<file path="src/rtl/cpuId_macros.svh">
`ifndef CPUID_MACROS_SVH
`define CPUID_MACROS_SVH

// identity string "BJX2F2  ", first character in the low byte
`define CPUID_IDENT 64'h2020324632584A42

// feature flag bits, bit 0 lands on bit 8 of the feature word
`define CPUID_FLAG_WEX       (22'h1 << 0)
`define CPUID_FLAG_WEX3W     (22'h1 << 1)
`define CPUID_FLAG_JUMBO     (22'h1 << 2)
`define CPUID_FLAG_MMU       (22'h1 << 3)
`define CPUID_FLAG_VADDR48   (22'h1 << 4)
`define CPUID_FLAG_FPU       (22'h1 << 7)
`define CPUID_FLAG_FPU_W     (22'h1 << 8)
`define CPUID_FLAG_FMAC      (22'h1 << 10)
`define CPUID_FLAG_PRED      (22'h1 << 13)
`define CPUID_FLAG_CMPTAG    (22'h1 << 17)
`define CPUID_FLAG_RIDISP    (22'h1 << 21)

// flags this build reports
`define CPUID_FEATURE_FLAGS ( \
	`CPUID_FLAG_WEX | `CPUID_FLAG_WEX3W | `CPUID_FLAG_JUMBO | \
	`CPUID_FLAG_MMU | `CPUID_FLAG_VADDR48 | `CPUID_FLAG_FPU | \
	`CPUID_FLAG_FPU_W | `CPUID_FLAG_FMAC | `CPUID_FLAG_PRED | \
	`CPUID_FLAG_CMPTAG | `CPUID_FLAG_RIDISP)

// request credits, also the result queue depth
`define CPUID_REQ_CREDITS 4

// response credits granted by the consumer at reset
`define CPUID_RSP_CREDITS 2

// query index that reads the random source
`define CPUID_RANDOM_INDEX 31

`endif

</file>
<file path="src/rtl/cpuIdPkg.sv">
`default_nettype none

package cpuIdPkg;

	// what a query index asks for
	typedef enum logic [1:0] {
		classIdent   = 2'd0,
		classFeature = 2'd1,
		classZero    = 2'd2,
		classRandom  = 2'd3
	} queryClass_e;

	// field view of the feature word
	typedef struct packed {
		logic [33:0] reserved;
		logic [21:0] flags;
		logic [3:0]  pad;
		logic [3:0]  coreTag;
	} featureFields_s;

	// feature word, built by fields and sent as a raw word
	typedef union packed {
		logic [63:0]    raw;
		featureFields_s fields;
	} featureWord_u;

	// one item moving between the pipeline stages
	typedef struct packed {
		queryClass_e queryClass;
		logic [63:0] resLo;
		logic [63:0] resHi;
	} stagePayload_s;

endpackage

`default_nettype wire

</file>
<file path="src/rtl/cpuIdStageIf.sv">
`timescale 1ns/1ps
`default_nettype none

interface cpuIdStageIf;
	import cpuIdPkg::*;

	// single-cycle strobe from the upstream stage
	logic          valid;
	logic [4:0]    index;
	queryClass_e   queryClass;
	stagePayload_s payload;

	modport source (
		output valid,
		output index,
		output queryClass,
		output payload
	);

	modport sink (
		input valid,
		input index,
		input queryClass,
		input payload
	);

endinterface

`default_nettype wire

</file>
<file path="src/rtl/noiseRng.sv">
`timescale 1ns/1ps
`default_nettype none

module noiseRng (
	input logic         clock,
	input logic         rstN,
	input logic         noise,
	output logic [63:0] randomWord
);

	logic [31:0] rngA;
	logic [31:0] rngB;
	logic [31:0] nextA;
	logic [31:0] nextB;
	logic        bitA;
	logic        bitB;
	logic        bitC;
	logic        bitD;
	logic        bitAL;
	logic        bitBL;
	logic        bitCL;
	logic        bitDL;
	logic [3:0]  noiseSync;
	logic        noiseBit;

	// each feedback bit mixes in the other register's previous bit
	always_comb begin
		bitA = rngA[1] ^ rngA[3] ^ rngA[5] ^ rngA[7] ^ noiseBit ^ bitBL ^ 1'b1;
		bitB = rngB[1] ^ rngB[3] ^ rngB[5] ^ rngB[7] ^ noiseBit ^ bitAL ^ 1'b1;
		bitC = rngA[17] ^ rngA[19] ^ rngA[21] ^ rngA[23] ^ noiseBit ^ bitDL ^ 1'b1;
		bitD = rngB[17] ^ rngB[19] ^ rngB[21] ^ rngB[23] ^ noiseBit ^ bitCL ^ 1'b1;
		// A shifts left, B shifts right, each with a mid-word tap
		nextA = {rngA[30:16], rngA[15] ^ bitC, rngA[14:0], bitA};
		nextB = {bitB, rngB[31:17], rngB[16] ^ bitD, rngB[15:1]};
	end

	always_ff @(posedge clock) begin
		if (!rstN) begin
			rngA <= 32'h1B873593;
			rngB <= 32'hCC9E2D51;
			{bitAL, bitBL, bitCL, bitDL} <= 4'b0000;
			noiseSync <= 4'b0000;
			noiseBit <= 1'b0;
		end else begin
			rngA <= nextA;
			rngB <= nextB;
			{bitAL, bitBL, bitCL, bitDL} <= {bitA, bitB, bitC, bitD};
			noiseSync <= {noiseSync[2:0], noise};
			// edge detect on the synchronized noise
			noiseBit <= noiseSync[3] ^ noiseSync[2];
		end
	end

	// interleave nibbles, A from the top down and B from the bottom up
	always_comb begin
		for (int i = 0; i < 8; i++) begin
			randomWord[63 - 8 * i -: 4] = rngA[31 - 4 * i -: 4];
			randomWord[59 - 8 * i -: 4] = rngB[4 * i +: 4];
		end
	end

	rngAlive: assert property (@(posedge clock) disable iff (!rstN)
		(rngA != '0) && (rngB != '0))
		else $error("random source register collapsed to zero");

endmodule

`default_nettype wire

</file>
<file path="src/rtl/cpuIdDecode.sv">
`timescale 1ns/1ps
`default_nettype none

`include "cpuId_macros.svh"

module cpuIdDecode (
	input logic        clock,
	input logic        rstN,
	input logic        reqValid,
	input logic [4:0]  reqIndex,
	cpuIdStageIf.source toExecute
);
	import cpuIdPkg::*;

	queryClass_e indexClass;
	queryClass_e heldClass;
	logic [4:0]  heldIndex;
	logic        heldValid;

	// classify the incoming index
	always_comb begin
		case (reqIndex)
			5'd0: indexClass = classIdent;
			5'd1: indexClass = classFeature;
			5'(`CPUID_RANDOM_INDEX): indexClass = classRandom;
			default: indexClass = classZero;
		endcase
	end

	always_ff @(posedge clock) begin
		if (!rstN) begin
			heldValid <= 1'b0;
		end else begin
			heldValid <= reqValid;
		end
	end

	// query fields, only loaded on an accepted request
	always_ff @(posedge clock) begin
		if (reqValid) begin
			heldIndex <= reqIndex;
			heldClass <= indexClass;
		end
	end

	assign toExecute.valid = heldValid;
	assign toExecute.index = heldIndex;
	assign toExecute.queryClass = heldClass;
	// empty result slot, filled in by execute
	assign toExecute.payload = '{queryClass: heldClass, resLo: '0, resHi: '0};

	// every query leaving decode carries a known class
	classKnown: assert property (@(posedge clock) disable iff (!rstN)
		toExecute.valid |-> !$isunknown(toExecute.queryClass))
		else $error("decode emitted a query with unknown class");

endmodule

`default_nettype wire

</file>
<file path="src/rtl/cpuIdExecute.sv">
`timescale 1ns/1ps
`default_nettype none

`include "cpuId_macros.svh"

module cpuIdExecute (
	input logic        clock,
	input logic        rstN,
	cpuIdStageIf.sink   fromDecode,
	input logic [3:0]  coreTag,
	input logic        noise,
	cpuIdStageIf.source toResult
);
	import cpuIdPkg::*;

	logic [63:0]   randomWord;
	featureWord_u  featureWord;
	stagePayload_s result;
	stagePayload_s heldResult;
	logic [4:0]    heldIndex;
	queryClass_e   heldClass;
	logic          heldValid;

	// free-running, keeps stepping while results wait downstream
	noiseRng rng_i (
		.clock      (clock),
		.rstN       (rstN),
		.noise      (noise),
		.randomWord (randomWord)
	);

	always_comb begin
		featureWord.raw = '0;
		featureWord.fields.flags = `CPUID_FEATURE_FLAGS;
		featureWord.fields.coreTag = coreTag;
	end

	// fill the slot handed over by decode
	always_comb begin
		result = fromDecode.payload;
		case (fromDecode.queryClass)
			classIdent: result.resLo = `CPUID_IDENT;
			classFeature: result.resLo = featureWord.raw;
			classRandom: result.resLo = randomWord;
			default: result.resLo = '0;
		endcase
		// no high word content for any index
		result.resHi = '0;
	end

	always_ff @(posedge clock) begin
		if (!rstN) begin
			heldValid <= 1'b0;
		end else begin
			heldValid <= fromDecode.valid;
		end
	end

	always_ff @(posedge clock) begin
		if (fromDecode.valid) begin
			heldResult <= result;
			heldIndex <= fromDecode.index;
			heldClass <= fromDecode.queryClass;
		end
	end

	assign toResult.valid = heldValid;
	assign toResult.index = heldIndex;
	assign toResult.queryClass = heldClass;
	assign toResult.payload = heldResult;

endmodule

`default_nettype wire

</file>
<file path="src/rtl/cpuIdResult.sv">
`timescale 1ns/1ps
`default_nettype none

`include "cpuId_macros.svh"

module cpuIdResult (
	input logic         clock,
	input logic         rstN,
	cpuIdStageIf.sink    fromExecute,
	input logic         rspCredit,
	output logic        rspValid,
	output logic [63:0] rspLo,
	output logic [63:0] rspHi,
	output logic        reqCredit
);

	localparam int Depth = `CPUID_REQ_CREDITS;
	localparam int PtrWidth = $clog2(Depth);
	localparam int CountWidth = $clog2(Depth + 1);
	localparam int CreditWidth = $clog2(`CPUID_RSP_CREDITS + 1);

	logic [127:0]           entries [Depth];
	logic [PtrWidth-1:0]    writePtr;
	logic [PtrWidth-1:0]    readPtr;
	logic [CountWidth-1:0]  fill;
	logic [CreditWidth-1:0] rspCredits;
	logic                   push;
	logic                   pop;

	function automatic logic [PtrWidth-1:0] nextPtr(input logic [PtrWidth-1:0] ptr);
		if (ptr == PtrWidth'(Depth - 1)) begin
			return '0;
		end
		return ptr + 1'b1;
	endfunction

	assign push = fromExecute.valid;
	// send only with something queued and a credit in hand
	assign pop = (fill != '0) && (rspCredits != '0);

	always_ff @(posedge clock) begin
		if (push) begin
			entries[writePtr] <= {fromExecute.payload.resHi, fromExecute.payload.resLo};
		end
	end

	always_ff @(posedge clock) begin
		if (!rstN) begin
			writePtr <= '0;
			readPtr <= '0;
			fill <= '0;
		end else begin
			if (push) begin
				writePtr <= nextPtr(writePtr);
			end
			if (pop) begin
				readPtr <= nextPtr(readPtr);
			end
			case ({push, pop})
				2'b10: fill <= fill + 1'b1;
				2'b01: fill <= fill - 1'b1;
				default: fill <= fill;
			endcase
		end
	end

	// response credits, returned by the consumer one at a time
	always_ff @(posedge clock) begin
		if (!rstN) begin
			rspCredits <= CreditWidth'(`CPUID_RSP_CREDITS);
		end else begin
			case ({rspCredit, pop})
				2'b10: rspCredits <= rspCredits + 1'b1;
				2'b01: rspCredits <= rspCredits - 1'b1;
				default: rspCredits <= rspCredits;
			endcase
		end
	end

	// a pop also hands a request credit back
	always_ff @(posedge clock) begin
		if (!rstN) begin
			rspValid <= 1'b0;
			reqCredit <= 1'b0;
		end else begin
			rspValid <= pop;
			reqCredit <= pop;
		end
	end

	always_ff @(posedge clock) begin
		if (pop) begin
			{rspHi, rspLo} <= entries[readPtr];
		end
	end

	// request credits upstream must keep the queue from overflowing
	noPushWhenFull: assert property (@(posedge clock) disable iff (!rstN)
		push |-> (fill != CountWidth'(Depth)))
		else $error("result pushed into a full queue");

	noRspWithoutCredit: assert property (@(posedge clock) disable iff (!rstN)
		rspValid |-> ($past(rspCredits) != '0))
		else $error("response sent without a credit");

	creditBound: assert property (@(posedge clock) disable iff (!rstN)
		rspCredits <= CreditWidth'(`CPUID_RSP_CREDITS))
		else $error("consumer returned more credits than granted");

endmodule

`default_nettype wire

</file>
<file path="src/rtl/cpuIdUnit.sv">
`timescale 1ns/1ps
`default_nettype none

module cpuIdUnit (
	input logic         clock,
	input logic         rstN,
	input logic         reqValid,
	input logic [4:0]   reqIndex,
	input logic [3:0]   coreTag,
	input logic         noise,
	input logic         rspCredit,
	output logic        reqCredit,
	output logic        rspValid,
	output logic [63:0] rspLo,
	output logic [63:0] rspHi
);

	// stage hops
	cpuIdStageIf decodeHop ();
	cpuIdStageIf executeHop ();

	cpuIdDecode decode_i (
		.clock     (clock),
		.rstN      (rstN),
		.reqValid  (reqValid),
		.reqIndex  (reqIndex),
		.toExecute (decodeHop.source)
	);

	// result words formed here, one cycle after decode
	cpuIdExecute execute_i (
		.clock      (clock),
		.rstN       (rstN),
		.fromDecode (decodeHop.sink),
		.coreTag    (coreTag),
		.noise      (noise),
		.toResult   (executeHop.source)
	);

	// queue and both credit loops
	cpuIdResult result_i (
		.clock       (clock),
		.rstN        (rstN),
		.fromExecute (executeHop.sink),
		.rspCredit   (rspCredit),
		.rspValid    (rspValid),
		.rspLo       (rspLo),
		.rspHi       (rspHi),
		.reqCredit   (reqCredit)
	);

endmodule

`default_nettype wire

</file>
<file path="config.mk">
export PLATFORM = sky130hd
export DESIGN_NAME = cpuIdUnit
export DESIGN_NICKNAME = d
export VERILOG_FILES = /design/src/rtl/cpuIdPkg.sv /design/src/rtl/cpuIdStageIf.sv /design/src/rtl/noiseRng.sv /design/src/rtl/cpuIdDecode.sv /design/src/rtl/cpuIdExecute.sv /design/src/rtl/cpuIdResult.sv /design/src/rtl/cpuIdUnit.sv
export VERILOG_INCLUDE_DIRS = /design/src /design/src/rtl
export SDC_FILE = /design/constraint.sdc
export NUM_CORES = 1
export LEC_CHECK = 0
export BUFFER_PORTS_ARGS = -buffer_cell sky130_fd_sc_hd__buf_2
export CAP_MARGIN = 5
export CORE_MARGIN = 2
export CORE_UTILIZATION = 40
export CTS_CLUSTER_SIZE = 12
export DETAILED_ROUTE_END_ITERATION = 16
export MAX_ROUTING_LAYER = met4
export PLACE_DENSITY = 0.6
export SYNTH_ARGS = -nofsm -noshare
export SYNTH_HDL_FRONTEND = slang
export SYNTH_SLANG_ARGS = --single-unit
</file>
<file path="constraint.sdc">
create_clock -name clock -period 4.4 [get_ports clock]
set_clock_uncertainty 0.2 [all_clocks]
set_input_delay 0.88 -clock clock [delete_from_list [all_inputs] [get_ports clock]]
set_output_delay 0.88 -clock clock [all_outputs]
set_load 0.05 [all_outputs]
</file>
; ---- Word-level counts from Yosys, hierarchy flattened
; Memory sizes are Yosys's and may differ from the RTL's. A register that Yosys moved wholly into a read port is not among the register bits.
; Index checks and enable logic that the tools add are counted.
[totals]
regBits = 215
ramBits = 256
in_bits = 14
output_inout_bits = 130
elab_cells = 85
memories = 1
[classes]
n_addsub = 6
n_eq_ne = 10
muxes = 16
n_bitwise = 27
reduce_logical = 7
[memory_table]
columns = memory, words, width, read_ports, rd_ports_with_merged_regs, write_ports, line_no
row1 = result_i.entries, 4, 64, 1, 1, 1, cpuIdResult.sv:22  ; logic [127:0] entries [Depth];
[op_table]
columns = cell, n
row1 = $pmux W64 S3, 1
row2 = $xor A1 B1 Y1, 23
row3 = $eq A2 B2 Y1 const B, 5
row4 = $mux W1, 8
row5 = $mux W2, 4
row6 = $add A2 B1 Y2 const B, 3
row7 = $eq A2 B1 Y1 const B, 3
row8 = $pmux W2 S3, 1
row9 = $pmux W3 S2, 1
row10 = $reduce_bool A2 Y1, 3
row11 = $eq A5 B1 Y1 const B, 1
row12 = $eq A5 B5 Y1 const B, 1
row13 = $logic_not A5 Y1, 1
row14 = $not A1 Y1, 4
row15 = $pmux W2 S2, 1
row16 = $add A3 B1 Y3 const B, 1
row17 = $reduce_bool A3 Y1, 1
row18 = $sub A3 B1 Y3 const B, 1
row19 = $logic_not A2 Y1, 1
row20 = $sub A2 B1 Y2 const B, 1
row21 = $logic_and A1 B1 Y1, 1

; ---- Logic depth before layout (Yosys ltp)
[logic_depth]
ltp_word = 7
ltp_mapped = 8
depth_no_buf = 8

; ---- Cells and area by module
; Synthesis repeated with hierarchy kept, for this count alone.
[hier_totals]
cells_unflattened = 1470
area_unflattened_um2 = 30080.1
[by_module_without_submodules]
columns = mod, n_inst, cells_each, area_per_inst_um2, seq_area_each_um2
row1 = cpuIdResult, 1, 857, 22868.2, 19418.6
row2 = cpuIdExecute, 1, 235, 3293.2, 2212.1
row3 = noiseRng, 1, 235, 2673.8, 1461.4
row4 = cpuIdDecode, 1, 143, 1244.9, 230.2

; ---- Least setup slack after synthesis
; No wires, ideal clock.
[synth_path]
path_kind = reg-to-reg
start = register result_i.rspCredits[0]
end = register result_i.fill[2]
setup_ns = 0.070
arrival_ns = 3.245
required_ns = 4.130
setup_slack_ns = 0.885
path_stages_with_launch = 9
n_path_buf = 0
path_cell_list = dfxtp_1 o32ai_1 inv_1 ha_1 inv_1 fa_1 xor2_1 or3_1 a21oi_1
[synth_between]
elab_chain_len = 4
word_cells_on_any_way = 6
classes_between = eq/ne (2) / mux (1) / reduce/logical (3)
[synth_rtl]
columns = item, line_no
row1 = from (decl), cpuIdResult.sv:26  ; logic [CreditWidth-1:0] rspCredits;
row2 = from (signal assigned), cpuIdResult.sv:70  ; rspCredits <= CreditWidth'(`CPUID_RSP_CREDITS);
row3 = from (signal assigned), cpuIdResult.sv:73  ; 2'b10: rspCredits <= rspCredits + 1'b1;
row4 = from (signal assigned), cpuIdResult.sv:74  ; 2'b01: rspCredits <= rspCredits - 1'b1;
row5 = $reduce_bool A2 Y1 (*), cpuIdResult.sv:39  ; assign pop = (fill != '0) && (rspCredits != '0);
row6 = $logic_and A1 B1 Y1 (*), cpuIdResult.sv:39
row7 = named net result_i.pop, cpuIdResult.sv:28  ; logic pop;
row8 = $eq A2 B1 Y1 / $eq A2 B2 Y1 (equally long branches), cpuIdResult.sv:59  ; case ({push, pop})
row9 = $pmux W3 S2 / $reduce_bool A2 Y1 (equally long branches), n/a
row10 = to (signal assigned), cpuIdResult.sv:60  ; 2'b10: fill <= fill + 1'b1;
row11 = to (signal assigned), cpuIdResult.sv:61  ; 2'b01: fill <= fill - 1'b1;
row12 = to (signal assigned), cpuIdResult.sv:62  ; default: fill <= fill;
row13 = to (decl), cpuIdResult.sv:25  ; logic [CountWidth-1:0] fill;
; Mark *: on every way through the listed nets, which the timed path passes. The rest lies on a longest branch.
; A chain may end at the register's enable or synchronous reset.

; ---- Final worst setup path
[layout_path]
start = register result_i.fill[0]
end = register result_i.rspCredits[1]
[layout_between]
elab_chain_len = 4
word_cells_on_any_way = 6
classes_between = eq/ne (2) / mux (1) / reduce/logical (3)
[layout_rtl]
columns = item, line_no
row1 = $reduce_bool A3 Y1 (*), cpuIdResult.sv:39
row2 = $logic_and A1 B1 Y1 (*), cpuIdResult.sv:39
row3 = named net result_i.pop, cpuIdResult.sv:28
row4 = $eq A2 B1 Y1 / $eq A2 B2 Y1 (equally long branches), cpuIdResult.sv:72  ; case ({rspCredit, pop})
row5 = $pmux W2 S2 / $reduce_bool A2 Y1 (equally long branches), n/a
row6 = to (signal assigned), cpuIdResult.sv:73
row7 = to (signal assigned), cpuIdResult.sv:74
row8 = to (signal assigned), cpuIdResult.sv:75  ; default: rspCredits <= rspCredits;
; Marked as above.

==> impl_results.md <==
* Remaining antenna violation count after routing at 0
* Setup CP Type: flip-flop to flip-flop
* Final HPWL DP at 15,800 µm
* Worst setup margin at 1.78 ns
* First-pass GRT wire length at 44,800 µm
* WL/cell at 18.9 µm
* Max-Cap Viols at 0
* Seq/Total Area, Yosys at 0.785
* Hold path depth at 2
* Via/cell ratio at 4.76
* CTS-repair resized insts at 0
* Fin. max-slew vios at 0
* Final period utilization at 0.595
* Placer Congestion at 0.722
* Worst-path clk slew at 0.06 ns
* Chip height at 210 µm
* Placement Rows at 75
* DRT Pass-1 Iters at 4
* Pleak at 6.70 nW
* Worst min path class: flip-flop to flip-flop
* Commonest non-fill, non-tap cell in the layout: edfxtp_1
* Hold path start: execute_i.rng_i.rngB[20]$_SDFF_PN1_
* Final antenna diode count at 0
* Final setup vio count at 0
* P&R area growth vs syn at 12.5%
* Yosys top cell area share at 0.684
* Power Density at 636 mW/mm²
* Layout Nets at 992
* Netlist cell types at 35
* Critical Path End Type: flip-flop
* Total Routing Usage GR at 0.138
* Reg2reg setup slack at 1.78 ns
* # H-tree levels at 2
* R2r endpoint: result_i.rspCredits[1]$_SDFFE_PN1P_
* Fmax at 0.382 GHz
* CTS sink count at 471
* Post-synthesis cell count at 868
* Initial antenna violation count at 0
* Vias in the first global route at 7,644
* Gr ovfl total at 0
* Clock root cell: clkbuf_16
* Peak supply drop at 0.383 mV
* Hold Path End: execute_i.rng_i.rngB[19]$_SDFF_PN1_
* Async set-or-reset flop fraction in the synthesized netlist at 0
* Synthesized flop and latch total at 471
* Mapped Area at 0.0169 mm²
* Leading area contributor after synthesis: edfxtp_1
* Post-CTS setup buffer count at 0
* Status: completed
* Setup TNS at 0 ns
* Bufs on Longest Clock Path at 3
* Worst R2R Path Depth at 6
* Layout cells sized above 1 at 0.222
* Most frequent cells in the layout: 386 x edfxtp_1, 82 x dfxtp_1, 79 x buf_2
* CTS tree: yes
* Die footprint at 0.0440 mm²
* Starting Density at 0.405
* Top FF cell, synth: edfxtp_1
* Vias at 7,370
* RSZ-0062 raised after global routing: false
* Crit path launch type: flip-flop
* Final Critical Period at 2.62 ns
* Worst Tran Pin Value at 1.07 ns
* Mean Syn Cell Area at 19.5 µm²
* Initial DRC Count at 487
* Crit Path Max Fanout at 66
* Worst-skew pair later-pin latency at 0.56 ns
* Die X at 210 µm
* Final hold vios at 0
* Fillers at 3,566
* R2r startpoint: result_i.fill[0]$_SDFFE_PN0P_
* Largest net degree at the start of global routing at 71
* Register area at 0.0133 mm²
* DRC Markers at 0
* Num ports at 144
* Hold-fix buffers, CTS at 0
* IO buf count at 79
* Critical Path RT at 4.68 ns
* Total CTS buffers at 47
* Post-synth EDFFs at 386
* Slew Limit Headroom at 0.284
* Area contributors post-synth: edfxtp_1 68%, dfxtp_1 10%, mux4_2 8.5%
* Post-place setup slack at 1.76 ns
* Critical path arrival at 2.90 ns
* YS warnings at 0
* Core ar. at 0.0419 mm²
* Area of the multi-input gates at 0.00314 mm²
* Routed WL at 29,200 µm
## cell type report
| class | instances | area share |
|---|---|---|
| clock buffers | 80 | 0.0703 |
| clock inverters | 7 | 0.00256 |
| inverters | 16 | 0.00315 |
| multi-input cells | 342 | 0.164 |
| flip-flops and latches | 471 | 0.698 |
| well taps | 539 | 0.0354 |
| repair buffers | 92 | 0.0265 |
## synthesized netlist by cell type, types with 15 or more instances
| master | number |
|---|---|
| and2_1 | 40 |
| and3_1 | 35 |
| buf_4 | 67 |
| clkbuf_1 | 19 |
| dfxtp_1 | 85 |
| edfxtp_1 | 386 |
| inv_1 | 16 |
| mux4_2 | 64 |
| nand2_1 | 17 |
| nand2b_1 | 26 |
| nor2_1 | 15 |
| xnor2_1 | 16 |
## how the worst max path moves through the flow
stage                                             start                             endpoint  slack [ns]
floorplan           result_i.rspCredits[0]$_SDFFE_PN0P_        result_i.fill[2]$_SDFFE_PN0P_        0.89
global placement          result_i.fill[0]$_SDFFE_PN0P_  result_i.rspCredits[1]$_SDFFE_PN1P_        1.77
detailed placement        result_i.fill[0]$_SDFFE_PN0P_  result_i.rspCredits[1]$_SDFFE_PN1P_        1.76
CTS                       result_i.fill[0]$_SDFFE_PN0P_  result_i.rspCredits[1]$_SDFFE_PN1P_        1.73
global route              result_i.fill[0]$_SDFFE_PN0P_  result_i.rspCredits[1]$_SDFFE_PN1P_        1.54
finish                    result_i.fill[0]$_SDFFE_PN0P_  result_i.rspCredits[1]$_SDFFE_PN1P_        1.78
## per-layer routing
| layer | share of wire | vias up | wire, µm | GRT usage |
|---|---|---|---|---|
| met5 | 0 | - | 0 | - |
| met4 | 0.018 | 0 | 531 | 0.0391 |
| met3 | 0.044 | 42 | 1280 | 0.0247 |
| met2 | 0.50 | 160 | 14500 | 0.228 |
| met1 | 0.44 | 3818 | 12900 | 0.177 |
| li1 | - | 3350 | - | - |
## registers in the layout, summed over array words and instances, names as in the netlist
signal	flops
decode_i.toExecute.queryClass	2
execute_i.rng_i.bitCL	1
execute_i.toResult.valid	1
execute_i.toResult.payload	64
execute_i.rng_i.bitDL	1
result_i.writePtr	2
execute_i.rng_i.noiseBit	1
execute_i.rng_i.bitAL	1
execute_i.rng_i.noiseSync	4
result_i.rspCredits	2
execute_i.rng_i.bitBL	1
result_i.fill	3
result_i.rspLo	64
result_i.readPtr	2
result_i.rspValid	1
decode_i.toExecute.valid	1
execute_i.rng_i.rngA	32
result_i.entries	256
execute_i.rng_i.rngB	32
## power by group
part           internal (mW)  leakage (nW)  switching, mW
clock network           2.07         0.668           1.57
logic                  0.735          1.76           1.99
registers               5.49          4.27          0.284
## worst max-delay path, stage by stage (launching register included)
cell and delay [ns]:
dfxtp_1 0.33, o32ai_1 0.58, inv_2 0.08, buf_4 0.43, ha_1 0.47, or3_1 0.37, nand3_1 0.08
## cell families (layout without fill, tap and decap cells)
group | count (synthesis) | in the layout | share of synthesized area
mux | 68 | 68 | 0.0875
xor+xnor | 25 | 25 | 0.0150
flops | 471 | 471 | 0.785
simple gates | 146 | 146 | 0.0492
buf+inv | 118 | 195 | 0.0444
other cells | 1 | 64 | 0.000221
fa+ha+maj | 8 | 8 | 0.00635
compound gates | 31 | 31 | 0.0126
## per-stage QoR
stage | hold slack (ns) | instance area (µm²) | power, mW | std cells | utilization
floorplan | 0.189 | 17200 | 8.02 | 931 | -
global placement | 0.201 | 17700 | 8.65 | 1460 | 0.422
detailed placement | 0.200 | 17700 | 8.67 | 1460 | 0.422
CTS | 0.212 | 19100 | 12.3 | 1547 | 0.455
global route | 0.240 | 19100 | 12.6 | 1547 | 0.455
finish | 0.212 | 19100 | 12.1 | 1547 | 0.455
(Power assumes the default switching activity.)
